[src/common/dma_axi_pkg.sv]
// AXI read bus definitions

package dma_axi_pkg;

    // ========================================
    // Bus widths
    // ========================================

    // Byte address on AXI and on the local port
    typedef logic [31:0] addr_t;

    // One bus word
    typedef logic [31:0] data_t;

    // Beats in a burst minus one
    typedef logic [7:0] burst_len_t;

    // Read response code
    typedef logic [1:0] resp_t;

    // ========================================
    // Burst limits and AXI encodings
    // ========================================

    localparam int unsigned BYTES_PER_BEAT = 4;
    localparam int unsigned MAX_BURST_BEATS = 16;

    localparam logic [2:0] AXI_SIZE_WORD = 3'b010;
    localparam logic [1:0] AXI_BURST_INCR = 2'b01;
    // Modifiable, bufferable
    localparam logic [3:0] AXI_CACHE_DEFAULT = 4'b0011;
    localparam resp_t AXI_RESP_OKAY = 2'b00;

endpackage

[src/common/dma_job_pkg.sv]
// DMA job and descriptor definitions

package dma_job_pkg;

    // ========================================
    // Descriptor layout
    // ========================================

    // Word 0 source, word 1 destination, word 2 length in bytes,
    // word 3 control (fetched, not used)
    localparam int unsigned DESC_WORDS = 4;

    // Head pointer step per finished job
    localparam int unsigned DESC_BYTES = 16;

    // Remaining or total job bytes
    typedef logic [31:0] byte_count_t;

    // Word index inside a descriptor
    typedef logic [1:0] desc_idx_t;

    // ========================================
    // State machines
    // ========================================

    typedef enum logic [2:0] {
        job_idle,
        job_fetch,
        job_burst_req,
        job_burst_data,
        job_done
    } job_state_t;

    typedef enum logic [1:0] {
        fetch_idle,
        fetch_req,
        fetch_wait,
        fetch_done
    } fetch_state_t;

endpackage

[src/dma/dma_desc_fetch.sv]
// DMA descriptor fetch
`timescale 1ns/100ps

module dma_desc_fetch (
    input  logic                     clk,
    input  logic                     rst_n,
    input  logic                     fetch_go,
    input  dma_axi_pkg::addr_t       job_desc_addr,
    output logic                     desc_req,
    output dma_axi_pkg::addr_t       desc_req_addr,
    input  logic                     desc_req_grant,
    input  logic                     desc_word_valid,
    input  dma_axi_pkg::data_t       beat_data,
    output dma_axi_pkg::addr_t       desc_src,
    output dma_axi_pkg::addr_t       desc_dst,
    output dma_job_pkg::byte_count_t desc_length,
    output logic                     desc_ready
);
    import dma_axi_pkg::*;
    import dma_job_pkg::*;

    fetch_state_t state;
    desc_idx_t    word_idx;
    logic         last_word;

    // Only source, destination and length are kept
    data_t desc_buf [DESC_WORDS-1];

    assign last_word = (word_idx == desc_idx_t'(DESC_WORDS - 1));

    // One single-beat read per descriptor word
    assign desc_req      = (state == fetch_req);
    assign desc_req_addr = job_desc_addr + addr_t'(word_idx) * addr_t'(BYTES_PER_BEAT);
    assign desc_ready    = (state == fetch_done);

    // ========================================
    // Fetch sequencing
    // ========================================
    always_ff @(posedge clk) begin
        if (!rst_n) begin
            state    <= fetch_idle;
            word_idx <= '0;
        end else begin
            case (state)
                fetch_idle: begin
                    if (fetch_go) begin
                        word_idx <= '0;
                        state    <= fetch_req;
                    end
                end
                fetch_req: begin
                    if (desc_req_grant) begin
                        state <= fetch_wait;
                    end
                end
                fetch_wait: begin
                    if (desc_word_valid) begin
                        if (last_word) begin
                            state <= fetch_done;
                        end else begin
                            word_idx <= word_idx + 1'b1;
                            state    <= fetch_req;
                        end
                    end
                end
                fetch_done: begin
                    state <= fetch_idle;
                end
                default: begin
                    state <= fetch_idle;
                end
            endcase
        end
    end

    // Word buffer, job fields latched when the control word arrives
    always_ff @(posedge clk) begin
        if (state == fetch_wait && desc_word_valid) begin
            if (last_word) begin
                desc_src    <= desc_buf[0];
                desc_dst    <= desc_buf[1];
                desc_length <= byte_count_t'(desc_buf[2]);
            end else begin
                desc_buf[word_idx] <= beat_data;
            end
        end
    end

endmodule

[src/dma/dma_job_ctrl.sv]
// DMA job controller
`timescale 1ns/100ps

module dma_job_ctrl (
    input  logic                     clk,
    input  logic                     rst_n,
    input  logic                     dma_start,
    output logic                     fetch_go,
    input  dma_axi_pkg::addr_t       desc_src,
    input  dma_axi_pkg::addr_t       desc_dst,
    input  dma_job_pkg::byte_count_t desc_length,
    input  logic                     desc_ready,
    output logic                     burst_req,
    output dma_axi_pkg::addr_t       burst_addr,
    output dma_axi_pkg::burst_len_t  burst_len,
    input  logic                     burst_req_grant,
    input  logic                     burst_beat_valid,
    input  dma_axi_pkg::data_t       beat_data,
    input  logic                     beat_last,
    input  logic                     beat_error,
    output dma_axi_pkg::addr_t       local_mem_addr,
    output logic                     local_mem_write,
    output dma_axi_pkg::data_t       local_mem_wdata,
    output logic                     dma_busy,
    output logic                     dma_done,
    output logic                     dma_error,
    output dma_axi_pkg::addr_t       dma_head_ptr
);
    import dma_axi_pkg::*;
    import dma_job_pkg::*;

    job_state_t  state;
    addr_t       src_addr;
    addr_t       wr_addr;
    byte_count_t bytes_left;
    byte_count_t words_left;

    assign fetch_go = (state == job_idle) && dma_start;
    assign dma_busy = (state != job_idle);

    // ========================================
    // Burst sizing
    // ========================================
    assign words_left = bytes_left / byte_count_t'(BYTES_PER_BEAT);
    assign burst_req  = (state == job_burst_req);
    assign burst_addr = src_addr;
    assign burst_len  = (words_left >= byte_count_t'(MAX_BURST_BEATS)) ?
                        burst_len_t'(MAX_BURST_BEATS - 1) :
                        burst_len_t'(words_left - 1'b1);

    // ========================================
    // Job state machine and counters
    // ========================================
    always_ff @(posedge clk) begin
        if (!rst_n) begin
            state      <= job_idle;
            src_addr   <= '0;
            wr_addr    <= '0;
            bytes_left <= '0;
        end else begin
            case (state)
                job_idle: begin
                    if (dma_start) begin
                        state <= job_fetch;
                    end
                end
                job_fetch: begin
                    if (desc_ready) begin
                        src_addr   <= desc_src;
                        wr_addr    <= desc_dst;
                        bytes_left <= desc_length;
                        // Empty job skips the data phase
                        state <= (desc_length == '0) ? job_done : job_burst_req;
                    end
                end
                job_burst_req: begin
                    if (burst_req_grant) begin
                        state <= job_burst_data;
                    end
                end
                job_burst_data: begin
                    if (burst_beat_valid) begin
                        src_addr   <= src_addr + addr_t'(BYTES_PER_BEAT);
                        wr_addr    <= wr_addr + addr_t'(BYTES_PER_BEAT);
                        bytes_left <= bytes_left - byte_count_t'(BYTES_PER_BEAT);
                        if (beat_last) begin
                            state <= (words_left == byte_count_t'(1)) ? job_done : job_burst_req;
                        end
                    end
                end
                job_done: begin
                    state <= job_idle;
                end
                default: begin
                    state <= job_idle;
                end
            endcase
        end
    end

    // Local write one cycle after each data beat
    always_ff @(posedge clk) begin
        if (!rst_n) begin
            local_mem_write <= 1'b0;
        end else begin
            local_mem_write <= (state == job_burst_data) && burst_beat_valid;
        end
    end

    always_ff @(posedge clk) begin
        if (burst_beat_valid) begin
            local_mem_addr  <= wr_addr;
            local_mem_wdata <= beat_data;
        end
    end

    // ========================================
    // Status
    // ========================================
    always_ff @(posedge clk) begin
        if (!rst_n) begin
            dma_done     <= 1'b0;
            dma_error    <= 1'b0;
            dma_head_ptr <= '0;
        end else begin
            dma_done <= (state == job_done);
            if (state == job_done) begin
                dma_head_ptr <= dma_head_ptr + addr_t'(DESC_BYTES);
            end
            // Sticky until the next job starts
            if (fetch_go) begin
                dma_error <= 1'b0;
            end else if (beat_error) begin
                dma_error <= 1'b1;
            end
        end
    end

endmodule

[src/dma/dma_read_port.sv]
// AXI read port with two requesters
`timescale 1ns/100ps

module dma_read_port (
    input  logic                    clk,
    input  logic                    rst_n,
    input  logic                    desc_req,
    input  dma_axi_pkg::addr_t      desc_req_addr,
    output logic                    desc_req_grant,
    input  logic                    burst_req,
    input  dma_axi_pkg::addr_t      burst_addr,
    input  dma_axi_pkg::burst_len_t burst_len,
    output logic                    burst_req_grant,
    output dma_axi_pkg::addr_t      araddr,
    output dma_axi_pkg::burst_len_t arlen,
    output logic                    arvalid,
    input  logic                    arready,
    input  dma_axi_pkg::data_t      rdata,
    input  dma_axi_pkg::resp_t      rresp,
    input  logic                    rlast,
    input  logic                    rvalid,
    output logic                    rready,
    output logic                    desc_word_valid,
    output logic                    burst_beat_valid,
    output dma_axi_pkg::data_t      beat_data,
    output logic                    beat_last,
    output logic                    beat_error
);
    import dma_axi_pkg::*;

    logic owner_desc;  // set when the open read is a descriptor word
    logic rd_open;
    logic port_free;
    logic ar_fire;
    logic r_fire;

    assign port_free = !arvalid && !rd_open;
    assign ar_fire   = arvalid && arready;
    assign r_fire    = rvalid && rready;

    // ========================================
    // Read address channel
    // ========================================
    always_ff @(posedge clk) begin
        if (!rst_n) begin
            arvalid    <= 1'b0;
            rd_open    <= 1'b0;
            owner_desc <= 1'b0;
        end else begin
            if (ar_fire) begin
                arvalid <= 1'b0;
                rd_open <= 1'b1;
            end else if (port_free && (desc_req || burst_req)) begin
                // Descriptor wins a tie
                arvalid    <= 1'b1;
                owner_desc <= desc_req;
            end
            if (r_fire && rlast) begin
                rd_open <= 1'b0;
            end
        end
    end

    // Address and length held while arvalid waits for arready
    always_ff @(posedge clk) begin
        if (port_free) begin
            araddr <= desc_req ? desc_req_addr : burst_addr;
            arlen  <= desc_req ? burst_len_t'(0) : burst_len;
        end
    end

    assign desc_req_grant  = ar_fire && owner_desc;
    assign burst_req_grant = ar_fire && !owner_desc;

    // ========================================
    // Read data channel
    // ========================================
    assign rready           = rd_open;
    assign desc_word_valid  = r_fire && owner_desc;
    assign burst_beat_valid = r_fire && !owner_desc;
    assign beat_data        = rdata;
    assign beat_last        = rlast;
    assign beat_error       = r_fire && (rresp != AXI_RESP_OKAY);

endmodule

[src/verilog/dma_engine_top.sv]
// DMA read engine top
`timescale 1ns/100ps

module dma_engine_top (
    input  logic                    clk,
    input  logic                    rst_n,
    input  logic                    dma_start,
    input  dma_axi_pkg::addr_t      job_desc_addr,
    output logic                    dma_busy,
    output logic                    dma_done,
    output logic                    dma_error,
    output dma_axi_pkg::addr_t      dma_head_ptr,
    output dma_axi_pkg::addr_t      m_axi_araddr,
    output dma_axi_pkg::burst_len_t m_axi_arlen,
    output logic [2:0]              m_axi_arsize,
    output logic [1:0]              m_axi_arburst,
    output logic [3:0]              m_axi_arcache,
    output logic                    m_axi_arvalid,
    input  logic                    m_axi_arready,
    input  dma_axi_pkg::data_t      m_axi_rdata,
    input  dma_axi_pkg::resp_t      m_axi_rresp,
    input  logic                    m_axi_rlast,
    input  logic                    m_axi_rvalid,
    output logic                    m_axi_rready,
    output dma_axi_pkg::addr_t      local_mem_addr,
    output logic                    local_mem_write,
    output dma_axi_pkg::data_t      local_mem_wdata
);
    import dma_axi_pkg::*;
    import dma_job_pkg::*;

    logic        fetch_go;
    logic        desc_req;
    addr_t       desc_req_addr;
    logic        desc_req_grant;
    logic        desc_word_valid;
    addr_t       desc_src;
    addr_t       desc_dst;
    byte_count_t desc_length;
    logic        desc_ready;
    logic        burst_req;
    addr_t       burst_addr;
    burst_len_t  burst_len;
    logic        burst_req_grant;
    logic        burst_beat_valid;
    data_t       beat_data;
    logic        beat_last;
    logic        beat_error;

    // Fixed burst attributes
    assign m_axi_arsize  = AXI_SIZE_WORD;
    assign m_axi_arburst = AXI_BURST_INCR;
    assign m_axi_arcache = AXI_CACHE_DEFAULT;

    dma_desc_fetch u_desc_fetch (
        .clk             (clk),
        .rst_n           (rst_n),
        .fetch_go        (fetch_go),
        .job_desc_addr   (job_desc_addr),
        .desc_req        (desc_req),
        .desc_req_addr   (desc_req_addr),
        .desc_req_grant  (desc_req_grant),
        .desc_word_valid (desc_word_valid),
        .beat_data       (beat_data),
        .desc_src        (desc_src),
        .desc_dst        (desc_dst),
        .desc_length     (desc_length),
        .desc_ready      (desc_ready)
    );

    dma_read_port u_read_port (
        .clk              (clk),
        .rst_n            (rst_n),
        .desc_req         (desc_req),
        .desc_req_addr    (desc_req_addr),
        .desc_req_grant   (desc_req_grant),
        .burst_req        (burst_req),
        .burst_addr       (burst_addr),
        .burst_len        (burst_len),
        .burst_req_grant  (burst_req_grant),
        .araddr           (m_axi_araddr),
        .arlen            (m_axi_arlen),
        .arvalid          (m_axi_arvalid),
        .arready          (m_axi_arready),
        .rdata            (m_axi_rdata),
        .rresp            (m_axi_rresp),
        .rlast            (m_axi_rlast),
        .rvalid           (m_axi_rvalid),
        .rready           (m_axi_rready),
        .desc_word_valid  (desc_word_valid),
        .burst_beat_valid (burst_beat_valid),
        .beat_data        (beat_data),
        .beat_last        (beat_last),
        .beat_error       (beat_error)
    );

    dma_job_ctrl u_job_ctrl (
        .clk              (clk),
        .rst_n            (rst_n),
        .dma_start        (dma_start),
        .fetch_go         (fetch_go),
        .desc_src         (desc_src),
        .desc_dst         (desc_dst),
        .desc_length      (desc_length),
        .desc_ready       (desc_ready),
        .burst_req        (burst_req),
        .burst_addr       (burst_addr),
        .burst_len        (burst_len),
        .burst_req_grant  (burst_req_grant),
        .burst_beat_valid (burst_beat_valid),
        .beat_data        (beat_data),
        .beat_last        (beat_last),
        .beat_error       (beat_error),
        .local_mem_addr   (local_mem_addr),
        .local_mem_write  (local_mem_write),
        .local_mem_wdata  (local_mem_wdata),
        .dma_busy         (dma_busy),
        .dma_done         (dma_done),
        .dma_error        (dma_error),
        .dma_head_ptr     (dma_head_ptr)
    );

endmodule
[config.mk]
export PLATFORM = sky130hd
export DESIGN_NAME = dma_engine_top
export DESIGN_NICKNAME = d
export VERILOG_FILES = /design/src/common/dma_axi_pkg.sv /design/src/common/dma_job_pkg.sv /design/src/dma/dma_desc_fetch.sv /design/src/dma/dma_job_ctrl.sv /design/src/dma/dma_read_port.sv /design/src/verilog/dma_engine_top.sv
export SDC_FILE = /design/constraint.sdc
export NUM_CORES = 1
export LEC_CHECK = 0
export BUFFER_PORTS_ARGS = -buffer_cell sky130_fd_sc_hd__buf_2
export CAP_MARGIN = 0
export CORE_MARGIN = 3
export CORE_UTILIZATION = 40
export DETAILED_ROUTE_END_ITERATION = 8
export PLACE_DENSITY = 0.56
export SYNTH_ARGS = -nofsm -noshare
export SYNTH_HDL_FRONTEND = slang
export SYNTH_SLANG_ARGS = --single-unit
[constraint.sdc]
create_clock -name clk -period 7.3 [get_ports clk]
set_input_delay 1.46 -clock clk [delete_from_list [all_inputs] [get_ports clk]]
set_output_delay 1.46 -clock clk [all_outputs]
set_load 0.01 [all_outputs]
Word level (Yosys, flattened, before mapping):

Memories as Yosys holds them, arrays and structs flattened. A register that Yosys moved wholly into a read port is not among the register bits.
Index checks and enable logic that the tools add are counted.

* muxes and demuxes: 31
* magnitude comparators: 1
* add/sub/neg operators: 7
* eq/ne operators: 18
* bitwise logic cells: 2
* reductions and logical operators: 34

Operators with widths (count)
* $mux W32: 7
* $pmux W32 S2: 3
* $add A32 B3 Y32 const B: 2
* $add A32 B4 Y32: 1
* $add A32 B5 Y32 const B: 1
* $logic_not A32 Y1: 1
* $sub A32 B3 Y32 const B: 1
* $eq A30 B1 Y1 const B: 1
* $ge A30 B5 Y1 const B: 1
* $mux W3: 7
* $mux W2: 7
* $ne A2 B2 Y1 const B: 7
* $logic_and A1 B1 Y1: 13
* $pmux W3 S4: 1
* $pmux W2 S4: 1
* $reduce_or A2 Y1: 4
* $sub A8 B1 Y8 const B: 1
* $eq A2 B2 Y1 const B: 3
* $eq A3 B2 Y1 const B: 2
* $reduce_and A3 Y1: 2
* $reduce_bool A2 Y1: 3
* $reduce_and A5 Y1: 1
* $mux W4: 1
* $ne A2 B1 Y1 const B: 2
* other kinds (14): 20

* RAM bits: 96
* output and inout bits: 151
* flip-flop bits (word level): 245
* memories: 1
* input bits: 72
* word-level logic and storage cells: 112

Memories
* u_desc_fetch.desc_buf: words 3, bits a word 32, rd ports 3, clocked after memory_dff 3, wr ports 1, RTL line dma_desc_fetch.sv:27 `data_t desc_buf [DESC_WORDS-1];`

Depth between registers and ports, before layout:

* word-level depth: 5
* gate-level depth with buffers: 9
* mapped depth without buffers: 8

Modules after synthesis:

A second synthesis with hierarchy kept.

* cells, all modules: 1516
* area, all modules: 18472.7 sq um

Modules (own cells, without submodules)
* dma_job_ctrl: cells each 1052, times used 1, area each 9471.6 sq um, sequential area each 4484.3 sq um
* dma_desc_fetch: cells each 314, times used 1, area each 6708.9 sq um, sequential area each 5845.6 sq um
* dma_read_port: cells each 139, times used 1, area each 2217.1 sq um, sequential area each 1261.2 sq um
* dma_engine_top: cells each 11, times used 1, area each 75.1 sq um, sequential area each 0.0 sq um

Worst setup path after synthesis:

OpenSTA, ideal clock, no wires.

* path type: input-to-reg
* start point: input port m_axi_rvalid
* end point: register u_desc_fetch.desc_dst[0] (read register of u_desc_fetch.desc_buf) (enable)
* buffers on the path: 0
* stages: 2
* data required time: 6.749 ns
* slack: 1.151 ns
* library setup time: 0.551 ns
* arrival: 5.598 ns
* cells stage by stage: nand3_1 nor2_1

* cells in the longest elaborated chain, start to end: 4

Ends and longest elaborated chain
* start, declared: RTL line dma_engine_top.sv:23 `input logic m_axi_rvalid,`
* $logic_and A1 B1 Y1: RTL line dma_read_port.sv:39 `assign r_fire = rvalid && rready;`
* $logic_and A1 B1 Y1: RTL line dma_read_port.sv:79 `assign desc_word_valid = r_fire && owner_desc;`
* $logic_and A1 B1 Y1: RTL line dma_desc_fetch.sv:78 `if (state == fetch_wait && desc_word_valid) begin`
* $reduce_and A2 Y1 (no source line)
* end, declared: RTL line dma_desc_fetch.sv:15 `output dma_axi_pkg::addr_t desc_dst,`

Every way passes these cells.
A chain may end at the register's enable or synchronous reset.

Final worst setup path:

* start point: input port job_desc_addr[2]
* end point: register u_read_port.araddr[26], data pin

* cells in the longest elaborated chain, start to end: 2

Ends and longest elaborated chain
* start, declared: RTL line dma_engine_top.sv:8 `input dma_axi_pkg::addr_t job_desc_addr,`
* $add A32 B4 Y32: RTL line dma_desc_fetch.sv:33 `assign desc_req_addr = job_desc_addr + addr_t'(word_idx) * addr_t'(BYTES_PER_BEAT);`
* $mux W32: RTL line dma_read_port.sv:67 `araddr <= desc_req ? desc_req_addr : burst_addr;`
* end signal, assigned: RTL line dma_read_port.sv:67
* end, declared: RTL line dma_read_port.sv:14 `output dma_axi_pkg::addr_t araddr,`

Every way passes these cells.

==> summary.txt <==
Yosys
  – Main synth FF type: edfxtp_1
  – Yosys top cell by area: edfxtp_1
  – Mapped Cells: 1496
  – Mapped Avg Cell Area: roughly 12 sq um
  – Synthesized cell area: 17700 sq um
  – Synth top area share: approximately 50%
  – Top cells by area, synth: edfxtp_1 (50%), dfxtp_1 (15%), nand2_1 (3.0%), o21ai_0 (2.6%), nor2_1 (2.5%)
  – Post-synth cell types: 73
  – EDFF count, synth: 296
  – FF+latch count, synth: 431
  – Synth async-reset ratio: 0%
  – Sequential share of the synthesized area: 65.3%
  – Ys Warns: 0

Setup path
  – CP startpoint: job_desc_addr[2]
  – Critical Path Source Type: primary input
  – Critical path's top delay family: simple AND/OR/NAND/NOR gates
  – FF-to-FF End: u_job_ctrl.bytes_left[7]$_SDFFE_PN0P_
  – Reg-to-reg setup timing slack: 3840 ps
  – FF-to-FF path depth: 8
  – Worst Setup EP: u_read_port.araddr[26]$_DFFE_PP_
  – Reg-to-Reg Start: u_job_ctrl.state[0]$_SDFFE_PN0P_
  – CP Cell Sequence: buf_2, ha_1, inv_1, fa_1, nand4b_1, nor4_2, nand4_1, xor2_1, o21ai_0
  – Crit end category: flop
  – Crit-path max cell delay: 730 ps
  – Worst Path Arrival: around 3800 ps
  – Critical path buffers and inverters: 2
  – CP Data Required Time: 7590 ps
  – Worst path slowest cell: nor4_2
  – Crit path max fanout: 8
  – Crit Path Class: in -> reg
  – Crit. path cell count: 9

Clocking
  – CTS Root Cell: clkbuf_16
  – CTS resizes: 0
  – Postcts setup bufs: 0
  – Clock sinks: 431
  – Total CTS buffers: 47
  – CTS H-tree lvls: 2
  – Clk_lat worst skew: 570 ps
  – Clk pin slew, worst setup/hold paths: ~60 ps
  – CTS Buffer Depth: 3
  – CTS Hold Bufs: 0
  – TritonCTS clock tree: yes

STA
  – Fmax: 288 MHz
  – Slew margin rel.: 22.3%
  – Tcrit/Tclk final: 47.5%
  – Slew Limit Fails: 0
  – RSZ-0062 raised after global routing: no
  – Worst slew pin tran: 1160 ps
  – Post-route minimum period: 3470 ps
  – Final hold viol count: 0
  – # setup viols final: 0
  – Skew final: 20.9 ps
  – Setup_tns: 0 ps

Min path
  – Worst hold path type: reg -> reg
  – Worst hold stages: 0

Global routing
  – Number of global-route vias before repair: roughly 12000
  – Total gr overflow: 0
  – Antenna violations before repair: 0
  – First-pass GRT wire length: roughly 70000 um
  – Largest net degree at the start of global routing: 86
  – Tot GR Track Use: 19.0%

Floorplan
  – Die Y: 217 um
  – Die width: 217 um
  – # IOs: 223
  – Core area: 43500 sq um
  – Rows: 76
  – Die area: 46900 sq um
  – Initial Util: between 40% and 50%

Drt
  – Wire per inst: 20.0 um
  – DRC Markers: 0
  – Vias: between 10000 and 15000
  – Routed wire length: 46100 um
  – Uppermost layer routed: met4
  – Met2 WL post-DR: 21100 um
  – Via density: 5.50
  – DRT antenna net count: 0
  – DR WL met3: 2950 um
  – Met1 WL: 21200 um
  – Initial DRC Count: 1323
  – DRT Pass-1 Iters: 5

Place
  – GPL Wtd Cong: roughly 0.83
  – Post-DP HPWL: 30100 um
  – Buffers on Ports: 209

Power and ir drop
  – Clock power frac: between 40 and 50%
  – Cell Pwr Density: 251 nW/um^2
  – Switching portion of total power: 20.9%
  – Switch Pwr: 1.09 mW
  – Internal power: between 4 and 5 mW
  – VDD IR max: between 0.1 and 0.15 mV
  – Reg power frac: 51.1%
  – Gate power share: 3.9%
  – Pleak: 7.17 nW

Layout
  – Final core utilization: a little under half
  – Area Growth Syn to Fin: 17.5%
  – Fill cells: 3957
  – Fin nets: 1770
  – Layout cell share with drive strength beyond 1: 19.9%
  – Most common cell after layout, fill and taps aside: edfxtp_1
  – Diode count: 0
  – Most frequent cells in the layout: edfxtp_1 (296), buf_2 (209), nand2_1 (144)

Outcome
  – Status: finished clean

Job
  – Maxcap violations: 0
metrics by stage:
step | area (sq um) | setup slack (ps) | total power, mW | std cells | hold WS [ps]
after detailed placement | 19300 | 3270 | 2.94 | 2221 | 405
after global routing | 20900 | 3610 | 5.43 | 2306 | 422
after global placement | 19300 | 3340 | 2.93 | 2221 | 401
after floorplan | 17800 | 1150 | 2.83 | 1507 | 400
after CTS | 20900 | 3860 | 5.31 | 2306 | 417
final | 20900 | 3830 | 5.24 | 2306 | 414
area by class of cell:
| type | count | area [sq um] | share of cell area (%) |
|---|---|---|---|
| sequential | 431 | 11600 | 55.6 |
| multi-input combinational | 953 | 5700 | 27.3 |
| clock buffer | 66 | 1350 | 6.47 |
| timing repair buffer | 230 | 1200 | 5.77 |
| tap | 585 | 732 | 3.51 |
| clock inverter | 19 | 196 | 0.942 |
| inverter | 22 | 82.6 | 0.396 |
flip-flops by register name, summed over array words and instances (netlist names), 2 cells and up:
name                        flops
u_desc_fetch.desc_buf          96
u_desc_fetch.desc_dst          32
u_desc_fetch.desc_length       32
u_desc_fetch.desc_src          32
u_desc_fetch.state              2
u_desc_fetch.word_idx           2
u_job_ctrl.burst_addr          32
u_job_ctrl.bytes_left          30
u_job_ctrl.dma_head_ptr        28
u_job_ctrl.local_mem_addr      32
u_job_ctrl.local_mem_wdata     32
u_job_ctrl.state                3
u_job_ctrl.wr_addr             32
u_read_port.araddr             32
u_read_port.arlen               8
kinds of logic (layout without fill, tap and decap cells):
kind of cell,after synthesis,after routing,share of synthesized area [%]
flip-flops,431,431,65.3
other,2,13,0.0423
multiplexers,8,8,0.473
XOR/XNOR,55,55,2.72
AO/OA/AOI/OAI,326,326,12.0
adder cells (fa/ha/maj),13,13,0.959
buffers and inverters,123,337,2.94
AND/OR/NAND/NOR,538,538,15.5
routing by layer:
layer | up-vias | track usage [%]
met2 | 441 | 29.9
met4 | 0 | 5.60
met1 | 6162 | 26.9
met3 | 52 | 3.39
met5 | - | 0
li1 | 6035 | -
how the worst min path moves through the flow:
stage,startpoint,to
floorplan,u_desc_fetch.desc_buf[1][0]$_DFFE_PP_,u_desc_fetch.desc_dst[0]$_DFFE_PP_
global placement,u_desc_fetch.desc_buf[1][6]$_DFFE_PP_,u_desc_fetch.desc_dst[6]$_DFFE_PP_
detailed placement,u_desc_fetch.desc_buf[1][26]$_DFFE_PP_,u_desc_fetch.desc_dst[26]$_DFFE_PP_
CTS,u_desc_fetch.desc_buf[2][23]$_DFFE_PP_,u_desc_fetch.desc_length[23]$_DFFE_PP_
global route,u_desc_fetch.desc_buf[0][19]$_DFFE_PP_,u_desc_fetch.desc_src[19]$_DFFE_PP_
finish,u_desc_fetch.desc_buf[1][29]$_DFFE_PP_,u_desc_fetch.desc_dst[29]$_DFFE_PP_
worst reg2reg max path: cells and delay by family, from the launching register on:
family	cells	cell delay, ps
buffers and inverters	3	1350
AOI/OAI and AO/OA	2	1020
and+or+nand+nor	3	370
DFF	1	580
cells in the mapped netlist (15+ instances only):
cell type / number
a21oi_1: 79
a22oi_1: 15
and3_1: 17
clkbuf_1: 79
dfxtp_1: 135
edfxtp_1: 296
inv_1: 21
nand2_1: 144
nand3_1: 59
nand4_1: 33
nor2_1: 119
nor3_1: 36
nor4_1: 31
o21ai_0: 92
or3_1: 18
xnor2_1: 29
xor2_1: 26
power groups by stage:
stage               Combinational [mW]  Sequential, mW  Clock [mW]
finish                           0.203            2.68        2.36
floorplan                       0.0750            2.75           0
global placement                 0.203            2.73           0
CTS                              0.206            2.68        2.43
detailed placement               0.206            2.73           0
global route                     0.222            2.68        2.52
No activity file was read; power rests on OpenSTA's default activity.
